<file path="config.mk">
export PLATFORM = sky130hd
export DESIGN_NAME = fm_core
export DESIGN_NICKNAME = d
export VERILOG_FILES = /design/src/fm_regs_pkg.sv /design/src/fm_types_pkg.sv /design/src/fm_links.sv /design/src/fm_core.sv /design/src/fm_mixer.sv /design/src/fm_reg_file.sv /design/src/fm_timer.sv /design/src/fm_tone_gen.sv
export SDC_FILE = /design/constraint.sdc
export NUM_CORES = 1
export LEC_CHECK = 0
export BUFFER_PORTS_ARGS = -buffer_cell sky130_fd_sc_hd__buf_2
export CAP_MARGIN = 20
export CORE_MARGIN = 2
export CORE_UTILIZATION = 62
export CTS_BUF_LIST = sky130_fd_sc_hd__clkbuf_16
export DETAILED_ROUTE_END_ITERATION = 10
export HOLD_SLACK_MARGIN = 0.06
export PLACE_DENSITY = 0.8
export SLEW_MARGIN = 20
export SYNTH_ARGS = -nofsm -noshare
export SYNTH_HDL_FRONTEND = slang
export SYNTH_SLANG_ARGS = --single-unit
</file>
<file path="constraint.sdc">
create_clock -name clk -period 4.33 [get_ports clk]
set_clock_uncertainty 0.2 [all_clocks]
set_input_delay 0.433 -clock clk [delete_from_list [all_inputs] [get_ports clk]]
set_output_delay 0.433 -clock clk [all_outputs]
set_load 0.01 [all_outputs]
</file>
<file path="src/fm_regs_pkg.sv">
package fm_regs_pkg;

	// Bus ports
	localparam logic [1:0] PORT_ADDR = 2'd0;
	localparam logic [1:0] PORT_DATA = 2'd1;

	// Timer A
	localparam logic [7:0] REG_TIMER_A    = 8'h10;
	localparam logic [7:0] REG_TIMER_CTRL = 8'h11;
	localparam int RUN_BIT      = 0;
	localparam int IRQ_EN_BIT   = 2;
	localparam int CLR_FLAG_BIT = 4;

	// Key on/off, channel in data bits 1..0
	localparam logic [7:0] REG_KEY = 8'h28;
	localparam int KEY_BIT = 4;

	// Per-channel registers, base plus channel number
	localparam logic [7:0] REG_LEVEL_BASE   = 8'h40;
	localparam logic [7:0] REG_FREQ_LO_BASE = 8'hA0;
	localparam logic [7:0] REG_FREQ_HI_BASE = 8'hA4;

endpackage

</file>
<file path="src/fm_types_pkg.sv">
package fm_types_pkg;

	// Phase of one channel, bit 11 is the sign half and bit 10 the slope
	typedef logic [11:0] phase_t;

	// Phase step added once per frame
	typedef logic [9:0] inc_t;

	// Attenuation as a right-shift amount
	typedef logic [2:0] level_t;

	// Waveform output of one channel
	typedef logic signed [8:0] sample_t;

	// Left or right output sample
	typedef logic signed [11:0] mix_t;

	// Channel slot index within a frame
	typedef logic [1:0] slot_t;

	// Bit 1 left, bit 0 right
	typedef logic [1:0] pan_t;

endpackage

</file>
<file path="src/fm_links.sv">
// Slot configuration from the register file to the tone generator
interface fm_voice_if;
	logic valid;
	fm_types_pkg::slot_t slot;
	fm_types_pkg::inc_t inc;
	fm_types_pkg::level_t level;
	fm_types_pkg::pan_t pan;
	logic key_on;
	logic last;

	modport reg_side (output valid, slot, inc, level, pan, key_on, last);
	modport gen_side (input valid, slot, inc, level, pan, key_on, last);
endinterface

// Channel samples from the tone generator to the mixer
interface fm_sample_if;
	logic valid;
	fm_types_pkg::sample_t sample;
	fm_types_pkg::pan_t pan;
	logic last;

	modport src (output valid, sample, pan, last);
	modport dst (input valid, sample, pan, last);
endinterface

</file>
<file path="src/fm_core.sv">
module fm_core #(
	parameter int NUM_CH = 3
) (
	input  logic                clk,
	input  logic                rst_n,
	input  logic                clk_en,
	input  logic [7:0]          din,
	input  logic [1:0]          addr,
	input  logic                cs_n,
	input  logic                wr_n,
	output logic [7:0]          dout,
	output logic                irq_n,
	output fm_types_pkg::mix_t  snd_left,
	output fm_types_pkg::mix_t  snd_right,
	output logic                snd_sample
);

	logic [7:0] timer_value;
	logic timer_run;
	logic timer_irq_en;
	logic timer_clr;
	logic flag_a;
	logic frame_tick;

	fm_voice_if voice ();
	fm_sample_if smp ();

	// One tick per frame, on the last slot
	assign frame_tick = voice.valid && voice.last;
	assign dout = {7'd0, flag_a};

	fm_reg_file #(
		.NUM_CH       ( NUM_CH       )
	) u_reg_file (
		.clk          ( clk          ),
		.rst_n        ( rst_n        ),
		.clk_en       ( clk_en       ),
		.din          ( din          ),
		.addr         ( addr         ),
		.cs_n         ( cs_n         ),
		.wr_n         ( wr_n         ),
		.voice        ( voice        ),
		.timer_value  ( timer_value  ),
		.timer_run    ( timer_run    ),
		.timer_irq_en ( timer_irq_en ),
		.timer_clr    ( timer_clr    )
	);

	fm_timer u_timer (
		.clk          ( clk          ),
		.rst_n        ( rst_n        ),
		.frame_tick   ( frame_tick   ),
		.timer_value  ( timer_value  ),
		.timer_run    ( timer_run    ),
		.timer_irq_en ( timer_irq_en ),
		.timer_clr    ( timer_clr    ),
		.flag_a       ( flag_a       ),
		.irq_n        ( irq_n        )
	);

	fm_tone_gen #(
		.NUM_CH ( NUM_CH )
	) u_tone_gen (
		.clk    ( clk    ),
		.rst_n  ( rst_n  ),
		.voice  ( voice  ),
		.smp    ( smp    )
	);

	fm_mixer #(
		.NUM_CH     ( NUM_CH     )
	) u_mixer (
		.clk        ( clk        ),
		.rst_n      ( rst_n      ),
		.smp        ( smp        ),
		.snd_left   ( snd_left   ),
		.snd_right  ( snd_right  ),
		.snd_sample ( snd_sample )
	);

endmodule

</file>
<file path="src/fm_mixer.sv">
module fm_mixer #(
	parameter int NUM_CH = 3
) (
	input  logic                 clk,
	input  logic                 rst_n,
	fm_sample_if.dst             smp,
	output fm_types_pkg::mix_t   snd_left,
	output fm_types_pkg::mix_t   snd_right,
	output logic                 snd_sample
);

	// Enough headroom for NUM_CH full-scale samples
	localparam int ACC_W = $bits(fm_types_pkg::sample_t) + $clog2(NUM_CH);

	logic signed [ACC_W-1:0] ext;
	logic signed [ACC_W-1:0] add_l;
	logic signed [ACC_W-1:0] add_r;
	logic signed [ACC_W-1:0] sum_l;
	logic signed [ACC_W-1:0] sum_r;
	logic signed [ACC_W-1:0] acc_l;
	logic signed [ACC_W-1:0] acc_r;

	always_comb begin
		ext = smp.sample;
		add_l = smp.pan[1] ? ext : '0;
		add_r = smp.pan[0] ? ext : '0;
		sum_l = acc_l + add_l;
		sum_r = acc_r + add_r;
	end

	always_ff @(posedge clk or negedge rst_n) begin
		if (!rst_n) begin
			acc_l <= '0;
			acc_r <= '0;
			snd_left <= '0;
			snd_right <= '0;
			snd_sample <= 1'b0;
		end else begin
			snd_sample <= smp.valid && smp.last;
			if (smp.valid) begin
				if (smp.last) begin
					// Frame done, publish and start over
					snd_left <= fm_types_pkg::mix_t'(sum_l);
					snd_right <= fm_types_pkg::mix_t'(sum_r);
					acc_l <= '0;
					acc_r <= '0;
				end else begin
					acc_l <= sum_l;
					acc_r <= sum_r;
				end
			end
		end
	end

endmodule

</file>
<file path="src/fm_reg_file.sv">
module fm_reg_file #(
	parameter int NUM_CH = 3
) (
	input  logic                clk,
	input  logic                rst_n,
	input  logic                clk_en,
	input  logic [7:0]          din,
	input  logic [1:0]          addr,
	input  logic                cs_n,
	input  logic                wr_n,
	fm_voice_if.reg_side        voice,
	output logic [7:0]          timer_value,
	output logic                timer_run,
	output logic                timer_irq_en,
	output logic                timer_clr
);

	logic bus_wr;
	logic data_wr;
	logic [7:0] reg_addr;
	logic pend_we;
	logic [7:0] pend_addr;
	logic [7:0] pend_data;
	fm_types_pkg::inc_t inc_reg [NUM_CH];
	fm_types_pkg::level_t level_reg [NUM_CH];
	fm_types_pkg::pan_t pan_reg [NUM_CH];
	logic [NUM_CH-1:0] key_reg;
	logic [NUM_CH-1:0] key_lat;
	fm_types_pkg::slot_t slot_cnt;
	logic frame_start;
	logic slot_last;

	assign bus_wr = !cs_n && !wr_n;
	assign data_wr = bus_wr && (addr == fm_regs_pkg::PORT_DATA);
	assign frame_start = (slot_cnt == '0);
	assign slot_last = (slot_cnt == fm_types_pkg::slot_t'(NUM_CH - 1));

	// Address latch, data writes are applied one clock later
	always_ff @(posedge clk or negedge rst_n) begin
		if (!rst_n) begin
			reg_addr <= '0;
			pend_we <= 1'b0;
		end else begin
			pend_we <= data_wr;
			if (bus_wr && addr == fm_regs_pkg::PORT_ADDR)
				reg_addr <= din;
		end
	end

	always_ff @(posedge clk) begin
		if (data_wr) begin
			pend_addr <= reg_addr;
			pend_data <= din;
		end
	end

	// Register storage
	always_ff @(posedge clk or negedge rst_n) begin
		if (!rst_n) begin
			timer_value <= '0;
			timer_run <= 1'b0;
			timer_irq_en <= 1'b0;
			timer_clr <= 1'b0;
			key_reg <= '0;
			for (int i = 0; i < NUM_CH; i++) begin
				inc_reg[i] <= '0;
				level_reg[i] <= '0;
				pan_reg[i] <= '0;
			end
		end else begin
			timer_clr <= 1'b0;
			if (pend_we) begin
				case (pend_addr)
					fm_regs_pkg::REG_TIMER_A: timer_value <= pend_data;
					fm_regs_pkg::REG_TIMER_CTRL: begin
						timer_run <= pend_data[fm_regs_pkg::RUN_BIT];
						timer_irq_en <= pend_data[fm_regs_pkg::IRQ_EN_BIT];
						timer_clr <= pend_data[fm_regs_pkg::CLR_FLAG_BIT];
					end
					fm_regs_pkg::REG_KEY: begin
						// Writes to channels beyond NUM_CH are dropped
						if (pend_data[1:0] < NUM_CH)
							key_reg[pend_data[1:0]] <= pend_data[fm_regs_pkg::KEY_BIT];
					end
					default: ;
				endcase
				for (int i = 0; i < NUM_CH; i++) begin
					if (pend_addr == 8'(fm_regs_pkg::REG_LEVEL_BASE + i))
						level_reg[i] <= pend_data[2:0];
					if (pend_addr == 8'(fm_regs_pkg::REG_FREQ_LO_BASE + i))
						inc_reg[i][7:0] <= pend_data;
					if (pend_addr == 8'(fm_regs_pkg::REG_FREQ_HI_BASE + i)) begin
						inc_reg[i][9:8] <= pend_data[1:0];
						pan_reg[i] <= pend_data[7:6];
					end
				end
			end
		end
	end

	// Slot sequencer, one slot per clk_en
	always_ff @(posedge clk or negedge rst_n) begin
		if (!rst_n) begin
			slot_cnt <= '0;
			key_lat <= '0;
			voice.valid <= 1'b0;
			voice.slot <= '0;
			voice.inc <= '0;
			voice.level <= '0;
			voice.pan <= '0;
			voice.key_on <= 1'b0;
			voice.last <= 1'b0;
		end else begin
			voice.valid <= clk_en;
			if (clk_en) begin
				slot_cnt <= slot_last ? '0 : slot_cnt + 1'b1;
				if (frame_start)
					key_lat <= key_reg;
				voice.slot <= slot_cnt;
				voice.inc <= inc_reg[slot_cnt];
				voice.level <= level_reg[slot_cnt];
				voice.pan <= pan_reg[slot_cnt];
				// Slot 0 sees the keys as they are latched for this frame
				voice.key_on <= frame_start ? key_reg[slot_cnt] : key_lat[slot_cnt];
				voice.last <= slot_last;
			end
		end
	end

endmodule

</file>
<file path="src/fm_timer.sv">
module fm_timer (
	input  logic       clk,
	input  logic       rst_n,
	input  logic       frame_tick,
	input  logic [7:0] timer_value,
	input  logic       timer_run,
	input  logic       timer_irq_en,
	input  logic       timer_clr,
	output logic       flag_a,
	output logic       irq_n
);

	logic [7:0] cnt;
	logic overflow;

	assign overflow = timer_run && frame_tick && (cnt == 8'hFF);

	// Counter holds the reload value while stopped
	always_ff @(posedge clk or negedge rst_n) begin
		if (!rst_n) begin
			cnt <= '0;
		end else if (!timer_run) begin
			cnt <= timer_value;
		end else if (frame_tick) begin
			if (overflow)
				cnt <= timer_value;
			else
				cnt <= cnt + 8'd1;
		end
	end

	// An overflow in the same cycle as a clear keeps the flag set
	always_ff @(posedge clk or negedge rst_n) begin
		if (!rst_n) begin
			flag_a <= 1'b0;
		end else begin
			if (timer_clr)
				flag_a <= 1'b0;
			if (overflow)
				flag_a <= 1'b1;
		end
	end

	assign irq_n = !(flag_a && timer_irq_en);

endmodule

</file>
<file path="src/fm_tone_gen.sv">
module fm_tone_gen #(
	parameter int NUM_CH = 3
) (
	input  logic          clk,
	input  logic          rst_n,
	fm_voice_if.gen_side  voice,
	fm_sample_if.src      smp
);

	fm_types_pkg::phase_t phase [NUM_CH];
	fm_types_pkg::phase_t cur_phase;

	// Triangle from the phase, then attenuated by shift
	function automatic fm_types_pkg::sample_t wave(
		input fm_types_pkg::phase_t ph,
		input fm_types_pkg::level_t lvl
	);
		logic [7:0] b;
		logic [7:0] mag;
		fm_types_pkg::sample_t raw;
		b = ph[9:2];
		// Falling slope in the second quarter of each half
		mag = ph[10] ? 8'd255 - b : b;
		raw = {1'b0, mag};
		if (ph[11])
			raw = -raw;
		return raw >>> lvl;
	endfunction

	assign cur_phase = phase[voice.slot];

	always_ff @(posedge clk or negedge rst_n) begin
		if (!rst_n) begin
			for (int i = 0; i < NUM_CH; i++)
				phase[i] <= '0;
			smp.valid <= 1'b0;
			smp.sample <= '0;
			smp.pan <= '0;
			smp.last <= 1'b0;
		end else begin
			smp.valid <= voice.valid;
			if (voice.valid) begin
				smp.sample <= voice.key_on ? wave(cur_phase, voice.level) : '0;
				smp.pan <= voice.pan;
				smp.last <= voice.last;
				// Output uses the old phase, the step comes after
				phase[voice.slot] <= voice.key_on ? cur_phase + voice.inc : '0;
			end
		end
	end

endmodule

</file>
==> results.txt, run 1 <==
----------------------------------------------------
[Worst setup path]
  Launching element type of the critical path ... register
  Arrival @ worst endpoint ... 4.08 ns
  Type of the worst setup path ... reg2reg
  Crit path top cell by count ... sky130_fd_sc_hd__buf_4
  Kind of capture point of the worst setup path ... register
  Slowest cell on the critical path ... sky130_fd_sc_hd__dfrtp_1
  Crit-path max cell delay ... 0.67 ns
  Cell chain of the critical path ... buf_4, mux2i_1, o2bb2ai_1, buf_4, xnor2_1, ha_1, inv_1, o22a_1, a211o_1, mux2_2, nand3_1, o21ai_1, mux4_2, o2bb2ai_2
  Required time reported for the critical path endpoint ... 4.55 ns
  Biggest fanout along the worst timing path ... 11

[Clocking]
  Level count of the clock H-tree ... 1
  Clock tree buffer depth ... 3
  CTS root buffer ... sky130_fd_sc_hd__clkbuf_16
  # clock sinks ... 211
  CTS-repair resized insts ... 0
  Clock tree from TritonCTS ... yes
  Worst skew pair latency ... 0.51 ns
  Clock buffers created by TritonCTS ... 22
  Clock transition at the registers of the reported paths ... 0.06 ns

[STA]
  Final setup violation count ... 0
  Actual transition at the worst max-transition pin ... 0.979 ns
  Number of max-slew violations in the final report ... 0
  Worst-case headroom to the max-slew limit ... 0.348
  Post-route worst hold slack ... 0.126 ns
  FMAX ... 0.260 GHz
  Setup repair after global routing missed its margin ... no
  Ratio of final minimum period to clock period ... 0.889
  Number of endpoints with negative hold slack in the final report ... 0
  Shortest clock period the worst path allows after layout ... 3.85 ns
  Total Neg Setup Slack ... 0 ns

[Finish]
  Area of the multi-input gates ... 4960 um2
  Commonest non-fill, non-tap cell in the layout ... sky130_fd_sc_hd__dfrtp_1
  Nets ... 1086
  Largest register FFs ... 36
  Antenna diode instance count ... 0
  Footprint of the flip-flops and latches ... 5360 um2
  Layout filler cell count ... 1222
  Post-route insts no fill ... 1272
  Share of layout cells above drive strength 1 ... 0.175
  Area growth syn-to-layout ... 10.3%
  Commonest cells after routing, fill and taps aside ... sky130_fd_sc_hd__dfrtp_1, sky130_fd_sc_hd__nand2_1, sky130_fd_sc_hd__mux2_2, sky130_fd_sc_hd__o21ai_0, sky130_fd_sc_hd__a21oi_1
  Post-route core utilization ... 0.706

[Place]
  IO Port Bufs ... 41
  Final weighted congestion of routability-driven global placement ... 0.865
  DP Wirelength ... 14800 um
  Inst Count DP ... 1223

[Power]
  Pleak ... 5.51 nW
  Design internal power ... 4.02 mW
  Comb pwr share ... 0.298
  Overall power after layout ... 6.05 mW
  Sequential cell fraction of total power ... 0.424
  Peak supply drop ... 392 uV
  Pwr per Cell Area ... 513 nW/um2
  Switching Power ... 2.03 mW
  Relative contribution of the clock network to total power ... 0.277
  Net switching share of the total power ... 0.335

[Die]
  Area of the placeable core ... 16700 um2
  Die Footprint ... 18300 um2
  Ports placed on the boundary ... 49
  Count of standard-cell rows ... 47
  Die height ... 135 um
  Starting Density ... 0.639
  Horiz. Die Dim ... 135 um

[Yosys]
  Mapped Area ... 10700 um2
  Fraction of the yosys area taken by sequential cells ... 0.502
  Proportion of register bits with asynchronous set or reset after synthesis ... 0.924
  Main flop type after synthesis ... sky130_fd_sc_hd__dfrtp_1
  Yosys cell types ... 72
  Gate count of the mapped netlist ... 993
  Total number of yosys warnings ... 0
  Flop and latch count out of synthesis ... 211
  Mapped Avg Cell Area ... 10.8 um2
  Count of flip-flops with a built-in enable after synthesis ... 16

[Route]
  Via density per instance ... 5.92
  Initial detailed-routing violation count ... 440
  First-pass DRT Iterations ... 7
  Met2 Routed Length ... 10800 um
  Drt wl/cell ... 17.1 um
  Total wire length after detailed routing ... 21800 um
  Wire length on met1 ... 9510 um
  Highest Signal Layer ... met4
  Via count ... 7526
  Number of design rule violations left after detail routing ... 0
  Routed Antenna Nets ... 0
  DR WL met3 ... 741 um

[GRT]
  Vias in the first global route ... 7671
  Wire length of the first global-routing pass ... 37100 um
  Largest net degree at the start of global routing ... 86
  Overall Global Routing Usage ... 0.251
  Grt ovf ... 0
  Number of antenna violations at the first check in global routing ... 0

[Job]
  Max_cap viols ... 0

[Outcome]
  Run status ... finished, final reports clean

[Hold path]
  Hold Path Class ... in2reg

----------------------------------------------------
-- cell usage after synthesis, types with 4 or more instances --
cell type,instances,area share
sky130_fd_sc_hd__or3_1,7,0.0041
sky130_fd_sc_hd__a21oi_1,67,0.031
sky130_fd_sc_hd__o211ai_1,4,0.0028
sky130_fd_sc_hd__xnor2_1,28,0.023
sky130_fd_sc_hd__nand2b_1,9,0.0053
sky130_fd_sc_hd__o21ai_0,74,0.035
sky130_fd_sc_hd__nor2_1,51,0.018
sky130_fd_sc_hd__a31oi_1,4,0.0023
sky130_fd_sc_hd__o2bb2ai_1,25,0.021
sky130_fd_sc_hd__nor4b_1,4,0.0033
sky130_fd_sc_hd__clkbuf_1,32,0.011
sky130_fd_sc_hd__mux2_2,78,0.082
sky130_fd_sc_hd__buf_4,11,0.0077
sky130_fd_sc_hd__inv_1,33,0.012
sky130_fd_sc_hd__nor4_1,4,0.0023
sky130_fd_sc_hd__nor3_1,8,0.0037
sky130_fd_sc_hd__a31o_2,4,0.0033
sky130_fd_sc_hd__xor2_1,11,0.0090
sky130_fd_sc_hd__nand3_1,16,0.0075
sky130_fd_sc_hd__nand2_1,108,0.038
sky130_fd_sc_hd__and3_1,6,0.0035
sky130_fd_sc_hd__a21o_1,10,0.0070
sky130_fd_sc_hd__nor2b_1,5,0.0029
sky130_fd_sc_hd__o31ai_1,6,0.0042
sky130_fd_sc_hd__mux2i_1,33,0.031
sky130_fd_sc_hd__nand3b_1,4,0.0028
sky130_fd_sc_hd__and2_1,18,0.011
sky130_fd_sc_hd__a211oi_1,7,0.0049
sky130_fd_sc_hd__o21bai_1,6,0.0042
sky130_fd_sc_hd__nand4_1,5,0.0029
sky130_fd_sc_hd__buf_1,4,0.0014
sky130_fd_sc_hd__edfxtp_1,16,0.045
sky130_fd_sc_hd__nor3b_1,8,0.0056
sky130_fd_sc_hd__dfrtp_1,195,0.46
sky130_fd_sc_hd__ha_1,32,0.037
-- routing by layer --
metal / up-vias / track usage
met4: 0 / 0.0833
met3: 55 / 0.0333
met1: 3668 / 0.320
met2: 174 / 0.446
met5: - / 0
li1: 3629 / -
-- path summary, 6_finish.rpt --
path | endpoint | startpoint | slack, ns | depth (start not counted)
setup reg to reg | u_tone_gen.smp.sample[0]$_DFFE_PN0P_ | u_reg_file.voice.slot[1]$_DFFE_PN0P_ | 0.48 | 14
max in group asynchronous | u_reg_file.voice.inc[0]$_DFFE_PN0P_ | rst_n | 2.54 | 3
min in group asynchronous | u_mixer.snd_left[0]$_DFFE_PN0P_ | rst_n | 0.32 | 2
setup / recovery | u_tone_gen.smp.sample[0]$_DFFE_PN0P_ | u_reg_file.voice.slot[1]$_DFFE_PN0P_ | 0.48 | 14
hold / removal | u_reg_file.pend_we$_DFF_PN0_ | addr[1] | 0.13 | 3
hold reg to reg | u_reg_file.pend_addr[7]$_DFFE_PP_ | u_reg_file.reg_addr[7]$_DFFE_PN0P_ | 0.25 | 0
-- worst max-delay path: cells and delay by family (launching register included) --
| family | cells | cell delay, ns |
|---|---|---|
| flip-flops | 1 | 0.67 |
| XOR/XNOR | 1 | 0.21 |
| multiplexers | 3 | 0.97 |
| buffers and inverters | 3 | 0.49 |
| AO/OA/AOI/OAI | 5 | 0.82 |
| adder cells (fa/ha/maj) | 1 | 0.29 |
| AND/OR/NAND/NOR | 1 | 0.09 |
-- repair_timing --
action	4_1_cts	5_1_grt
hold buffers	9	0
setup buffers	0	0
endpoints found under the hold margin	98	0
-- cells by family (layout without fill, tap and decap cells) --
group,after synthesis,after routing,share of synthesized area
multiplexers,115,115,0.121
XOR/XNOR,39,39,0.0320
AO/OA/AOI/OAI,241,241,0.147
buffers and inverters,88,141,0.0366
adder cells (fa/ha/maj),35,35,0.0431
other,1,7,0.000351
flip-flops,211,211,0.502
AND/OR/NAND/NOR,263,263,0.118
-- stage by stage --
stage / cell area, um2 / setup slack (ns)
after global routing: 11800 / 0.236
final: 11800 / 0.479
after detailed placement: 11100 / 0.570
after CTS: 11800 / 0.513
after floorplan: 10700 / 1.03
after global placement: 11100 / 0.646
-- layout make-up --
class | count | area share
repair buffers | 65 | 0.0354
clock inverters | 18 | 0.00754
multi-input cells | 700 | 0.421
inverters | 36 | 0.0115
flip-flops and latches | 211 | 0.455
clock buffers | 22 | 0.0467
well taps | 220 | 0.0234
-- power groups by stage --
stage | clock [mW] | sequential (mW) | combinational [mW]
after detailed placement | 0 | 2.59 | 1.77
final | 1.68 | 2.56 | 1.80
after global routing | 1.79 | 2.61 | 2.01
after CTS | 1.71 | 2.56 | 1.80
after floorplan | 0 | 2.52 | 1.38
after global placement | 0 | 2.58 | 1.72
(Power assumes the default switching activity.)
==> inputs of run 2 (changes only) <==
Clock period 4.33 ns to 3.7 ns, I/O delays scaled along.
==> results.txt, run 2 (synthesis gave the netlist of run 1 again) <==
----------------------------------------------------
[Worst setup path]
  Buffers and inverters on the worst path ... 1
  Family with the most delay on the worst path ... compound AO/OA/AOI/OAI gates
  Worst Reg2Reg Path Length in Cells ... 12
  Kind of capture point of the worst setup path ... register
  Slowest cell on the critical path ... sky130_fd_sc_hd__mux4_2
  Biggest fanout along the worst timing path ... 7
  R2R Path Start ... u_reg_file.voice.slot[1]$_DFFE_PN0P_
  Reg2reg setup slack ... 0.28 ns
  Launching element type of the critical path ... register
  Cell chain of the critical path ... mux2i_1, o2bb2ai_1, xnor2_1, ha_1, inv_1, o22a_1, a211o_1, mux2_2, nand3_1, o21ai_1, mux4_2, o2bb2ai_2
  Crit-path max cell delay ... 0.50 ns
  Type of the worst setup path ... reg2reg
  End of the worst register-to-register path ... u_tone_gen.smp.sample[0]$_DFFE_PN0P_
  Arrival @ worst endpoint ... 3.66 ns
  Required time reported for the critical path endpoint ... 3.93 ns

[Outcome]
  Run status ... finished, final reports clean

[Hold path]
  Min-Delay Endpoint ... u_reg_file.reg_addr[5]$_DFFE_PN0P_
  Min-Delay Path Depth ... 4
  Launch point of the worst hold path ... addr[0]
  Hold Path Class ... in2reg

[STA]
  Number of endpoints with negative hold slack in the final report ... 0
  Setup repair after global routing missed its margin ... no
  Final setup violation count ... 0
  Worst-case headroom to the max-slew limit ... 0.366
  Ratio of final minimum period to clock period ... 0.926
  Post-route worst hold slack ... 0.220 ns
  Number of max-slew violations in the final report ... 0
  FMAX ... 0.292 GHz
  Total Neg Setup Slack ... 0 ns
  Actual transition at the worst max-transition pin ... 0.951 ns
  Shortest clock period the worst path allows after layout ... 3.42 ns
  PnR worst setup slack ... 0.275 ns

[Die]
  Die Footprint ... 18300 um2
  Count of standard-cell rows ... 47
  Starting Density ... 0.639
  Area of the placeable core ... 16700 um2
  Horiz. Die Dim ... 135 um
  Ports placed on the boundary ... 49
  Die height ... 135 um

[GRT]
  Overall Global Routing Usage ... 0.257
  Wire length of the first global-routing pass ... 38000 um
  Grt ovf ... 0
  Vias in the first global route ... 7693
  Number of antenna violations at the first check in global routing ... 0
  Largest net degree at the start of global routing ... 87

[Route]
  Drt wl/cell ... 17.5 um
  First-pass DRT Iterations ... 5
  Via count ... 7608
  Number of design rule violations left after detail routing ... 0
  Total wire length after detailed routing ... 22400 um
  Initial detailed-routing violation count ... 416
  Routed Antenna Nets ... 0
  Via density per instance ... 5.95

[Place]
  Inst Count DP ... 1228
  Final weighted congestion of routability-driven global placement ... 0.901
  IO Port Bufs ... 41
  Post-placement cell area ... 11100 um2
  DP Wirelength ... 15400 um
  Post-Place Worst Slack ... 0.240 ns

[Clocking]
  # clock sinks ... 211
  Worst skew pair latency ... 0.51 ns
  Clock tree buffer depth ... 3
  Clock transition at the registers of the reported paths ... 0.06 ns
  Clock tree from TritonCTS ... yes
  Number of post-CTS setup repair buffers ... 0
  CTS root buffer ... sky130_fd_sc_hd__clkbuf_16
  Level count of the clock H-tree ... 1
  Clock buffers created by TritonCTS ... 22

[Finish]
  Design Area, Final ... 11900 um2
  Post-route insts no fill ... 1278
  Layout filler cell count ... 1216
  Antenna diode instance count ... 0
  Area growth syn-to-layout ... 11.5%
  Nets ... 1094
  Post-route core utilization ... 0.713
  Share of layout cells above drive strength 1 ... 0.179
  Largest register FFs ... 36
  Commonest non-fill, non-tap cell in the layout ... sky130_fd_sc_hd__dfrtp_1
  Commonest cells after routing, fill and taps aside ... sky130_fd_sc_hd__dfrtp_1, sky130_fd_sc_hd__nand2_1, sky130_fd_sc_hd__mux2_2, sky130_fd_sc_hd__o21ai_0, sky130_fd_sc_hd__a21oi_1

[Power]
  Pleak ... 5.58 nW
  Pwr per Cell Area ... 606 nW/um2
  Overall power after layout ... 7.22 mW
  Peak supply drop ... 402 uV

[Job]
  Max_cap viols ... 0

----------------------------------------------------
## run 2: cell type report
cell class | count | area, um2 | share of cell area
Inverter | 36 | 135 | 0.0114
Sequential cell | 211 | 5360 | 0.450
Clock inverter | 16 | 126 | 0.0106
Multi-Input combinational cell | 700 | 4960 | 0.416
Clock buffer | 22 | 551 | 0.0463
Timing Repair Buffer | 73 | 497 | 0.0417
Tap cell | 220 | 275 | 0.0231
## run 2: worst max path at each step
stage | depth (start not counted) | from | to
finish | 12 | u_reg_file.voice.slot[1]$_DFFE_PN0P_ | u_tone_gen.smp.sample[0]$_DFFE_PN0P_
global route | 12 | u_reg_file.voice.slot[1]$_DFFE_PN0P_ | u_tone_gen.smp.sample[0]$_DFFE_PN0P_
CTS | 12 | u_reg_file.voice.slot[1]$_DFFE_PN0P_ | u_tone_gen.smp.sample[0]$_DFFE_PN0P_
detailed placement | 12 | u_reg_file.voice.slot[1]$_DFFE_PN0P_ | u_tone_gen.smp.sample[0]$_DFFE_PN0P_
global placement | 9 | u_reg_file.voice.slot[1]$_DFFE_PN0P_ | u_tone_gen.smp.sample[0]$_DFFE_PN0P_
floorplan | 15 | u_reg_file.voice.slot[1]$_DFFE_PN0P_ | u_tone_gen.smp.sample[0]$_DFFE_PN0P_
## run 2: tightest hold or removal path, delay by kind of cell
kind,cells,cell delay [ns]
and+or+nand+nor,1,0.05
muxes,1,0.22
buffers and inverters,2,0.26
## run 2: timing repair
item	in CTS	in global routing
gates resized for setup	0	1
endpoints found under the setup margin	0	1
endpoints found under the hold margin	101	0
hold buffers	12	0
## run 2: power breakdown
group | switching [mW] | internal [mW] | total (mW)
logic | 1.21 | 0.921 | 2.13
registers | 0.291 | 2.71 | 3.00
clock network | 0.873 | 1.21 | 2.09
total | 2.37 | 4.85 | 7.22
## run 2: layer usage
layer | track usage | up-vias | wire [um]
met2 | 0.444 | 189 | 11200
met5 | 0 | - | 0
li1 | - | 3641 | -
met4 | 0.0804 | 0 | 664
met3 | 0.0348 | 56 | 902
met1 | 0.339 | 3722 | 9600
==> inputs of run 3 (changes only) <==
Settings changed: CORE_UTILIZATION 62 to 55, PLACE_DENSITY 0.8 to 0.79.
==> results.txt, run 3 (synthesis gave the netlist of run 1 again) <==
----------------------------------------------------
[Outcome]
  Run status ... finished, final reports clean

[STA]
  Post-route worst hold slack ... 0.186 ns
  Number of endpoints with negative hold slack in the final report ... 0
  Setup repair after global routing missed its margin ... no
  Total Neg Setup Slack ... 0 ns
  Shortest clock period the worst path allows after layout ... 3.48 ns
  FMAX ... 0.288 GHz
  Actual transition at the worst max-transition pin ... 1.10 ns
  Worst-case headroom to the max-slew limit ... 0.270
  Number of max-slew violations in the final report ... 0
  PnR worst setup slack ... 0.223 ns
  Ratio of final minimum period to clock period ... 0.940
  Final setup violation count ... 0

[Worst setup path]
  Family with the most delay on the worst path ... multiplexers
  Biggest fanout along the worst timing path ... 6
  Slowest cell on the critical path ... sky130_fd_sc_hd__dfrtp_1
  Crit-path max cell delay ... 0.49 ns
  Kind of capture point of the worst setup path ... register
  Launching element type of the critical path ... register
  Type of the worst setup path ... reg2reg
  Required time reported for the critical path endpoint ... 3.93 ns
  Arrival @ worst endpoint ... 3.71 ns
  Buffers and inverters on the worst path ... 1
  Cell chain of the critical path ... mux2i_1, o2bb2ai_1, xnor2_1, ha_1, inv_1, o22a_1, a211o_1, mux2_2, nand3_1, o21ai_1, mux4_2, o2bb2ai_2

[Route]
  Drt wl/cell ... 16.8 um
  Total wire length after detailed routing ... 22200 um
  Number of design rule violations left after detail routing ... 0
  Via density per instance ... 5.75
  Initial detailed-routing violation count ... 382
  First-pass DRT Iterations ... 5
  Via count ... 7606
  Routed Antenna Nets ... 0

[Clocking]
  Clock tree buffer depth ... 3
  Clock tree from TritonCTS ... yes
  # clock sinks ... 211
  Clock buffers created by TritonCTS ... 24
  Worst skew pair latency ... 0.52 ns
  Level count of the clock H-tree ... 1
  Number of post-CTS setup repair buffers ... 0
  CTS root buffer ... sky130_fd_sc_hd__clkbuf_16
  Clock transition at the registers of the reported paths ... 0.06 ns

[Power]
  Design internal power ... 5.22 mW
  Pwr per Cell Area ... 634 nW/um2
  Switching Power ... 2.47 mW
  Sequential cell fraction of total power ... 0.395
  Peak supply drop ... 419 uV
  Relative contribution of the clock network to total power ... 0.331
  Comb pwr share ... 0.274
  Pleak ... 5.65 nW
  Overall power after layout ... 7.69 mW
  Net switching share of the total power ... 0.321

[GRT]
  Grt ovf ... 0
  Overall Global Routing Usage ... 0.225
  Vias in the first global route ... 7548
  Wire length of the first global-routing pass ... 37200 um
  Largest net degree at the start of global routing ... 106
  Number of antenna violations at the first check in global routing ... 0

[Job]
  Max_cap viols ... 0

[Place]
  Inst Count DP ... 1266
  DP Wirelength ... 15200 um
  Final weighted congestion of routability-driven global placement ... 0.889
  Post-Place Worst Slack ... 0.278 ns
  IO Port Bufs ... 41

[Finish]
  Nets ... 1094
  Antenna diode instance count ... 0
  Share of layout cells above drive strength 1 ... 0.189
  Largest register FFs ... 36
  Commonest cells after routing, fill and taps aside ... sky130_fd_sc_hd__dfrtp_1, sky130_fd_sc_hd__nand2_1, sky130_fd_sc_hd__mux2_2, sky130_fd_sc_hd__o21ai_0, sky130_fd_sc_hd__a21oi_1
  Area growth syn-to-layout ... 13.6%
  Commonest non-fill, non-tap cell in the layout ... sky130_fd_sc_hd__dfrtp_1
  Post-route insts no fill ... 1322

[Die]
  Starting Density ... 0.565
  Count of standard-cell rows ... 50
  Die height ... 143 um
  Die Footprint ... 20500 um2
  Area of the placeable core ... 18900 um2
  Horiz. Die Dim ... 143 um
  Ports placed on the boundary ... 49

[Hold path]
  Hold Path Class ... in2reg

----------------------------------------------------
run 3: cell count changes in the layout (fill, tap and decap cells not counted), moves of 3 or more:
| cell | delta |
|---|---|
| sky130_fd_sc_hd__inv_1 | -5 |
| sky130_fd_sc_hd__clkinv_1 | -4 |
| sky130_fd_sc_hd__clkinv_2 | +4 |
| sky130_fd_sc_hd__bufinv_16 | +3 |
| sky130_fd_sc_hd__clkbuf_16 | +3 |
| sky130_fd_sc_hd__clkinv_4 | +3 |
run 3: final timing paths:
| path | start | to | slack [ns] | cells past startpoint |
|---|---|---|---|---|
| max | u_reg_file.voice.slot[1]$_DFFE_PN0P_ | u_tone_gen.smp.sample[0]$_DFFE_PN0P_ | 0.22 | 12 |
| min reg2reg | u_reg_file.reg_addr[7]$_DFFE_PN0P_ | u_reg_file.pend_addr[7]$_DFFE_PP_ | 0.25 | 0 |
| max reg2reg | u_reg_file.voice.slot[1]$_DFFE_PN0P_ | u_tone_gen.smp.sample[0]$_DFFE_PN0P_ | 0.22 | 12 |
| min in group asynchronous | rst_n | u_mixer.snd_right[8]$_DFFE_PN0P_ | 0.31 | 2 |
| max in group asynchronous | rst_n | u_reg_file.inc_reg[25]$_DFFE_PN0P_ | 2.16 | 3 |
| min | addr[0] | u_reg_file.reg_addr[5]$_DFFE_PN0P_ | 0.19 | 4 |
run 3: through the flow:
step / utilization / area [um2]
floorplan: - / 10700
global placement: 0.590 / 11100
detailed placement: 0.590 / 11100
CTS: 0.642 / 12100
global route: 0.642 / 12100
finish: 0.642 / 12100
run 3: layout make-up:
class | instances | area (um2)
Timing Repair Buffer | 71 | 482
Inverter | 36 | 135
Clock buffer | 25 | 626
Fill cell | 1463 | 6760
Tap cell | 260 | 325
Clock inverter | 19 | 245
Multi-Input combinational cell | 700 | 4960
Sequential cell | 211 | 5360
run 3: worst min-delay path, stage by stage:
cell	delay [ns]
sky130_fd_sc_hd__buf_2	0.08
sky130_fd_sc_hd__nor4_1	0.04
sky130_fd_sc_hd__buf_4	0.16
sky130_fd_sc_hd__mux2_2	0.22
run 3: per-layer routing:
metal  up-vias  track usage  share of wire
met1      3722        0.299           0.44
met4         0       0.0681          0.024
met3        48       0.0337          0.044
met5         -            0              0
met2       179        0.384           0.49
li1       3657            -              -
run 3: repair_timing:
action,CTS,global route
hold endpoints to repair,120,0
hold buffers,12,0
gates resized for setup,0,0
run 3: power groups by stage:
stage	clock, mW	combinational, mW	sequential [mW]
global route	2.69	2.35	3.08
CTS	2.59	2.10	3.03
global placement	0	2.02	3.06
finish	2.54	2.11	3.04
floorplan	0	1.61	2.95
detailed placement	0	2.08	3.07
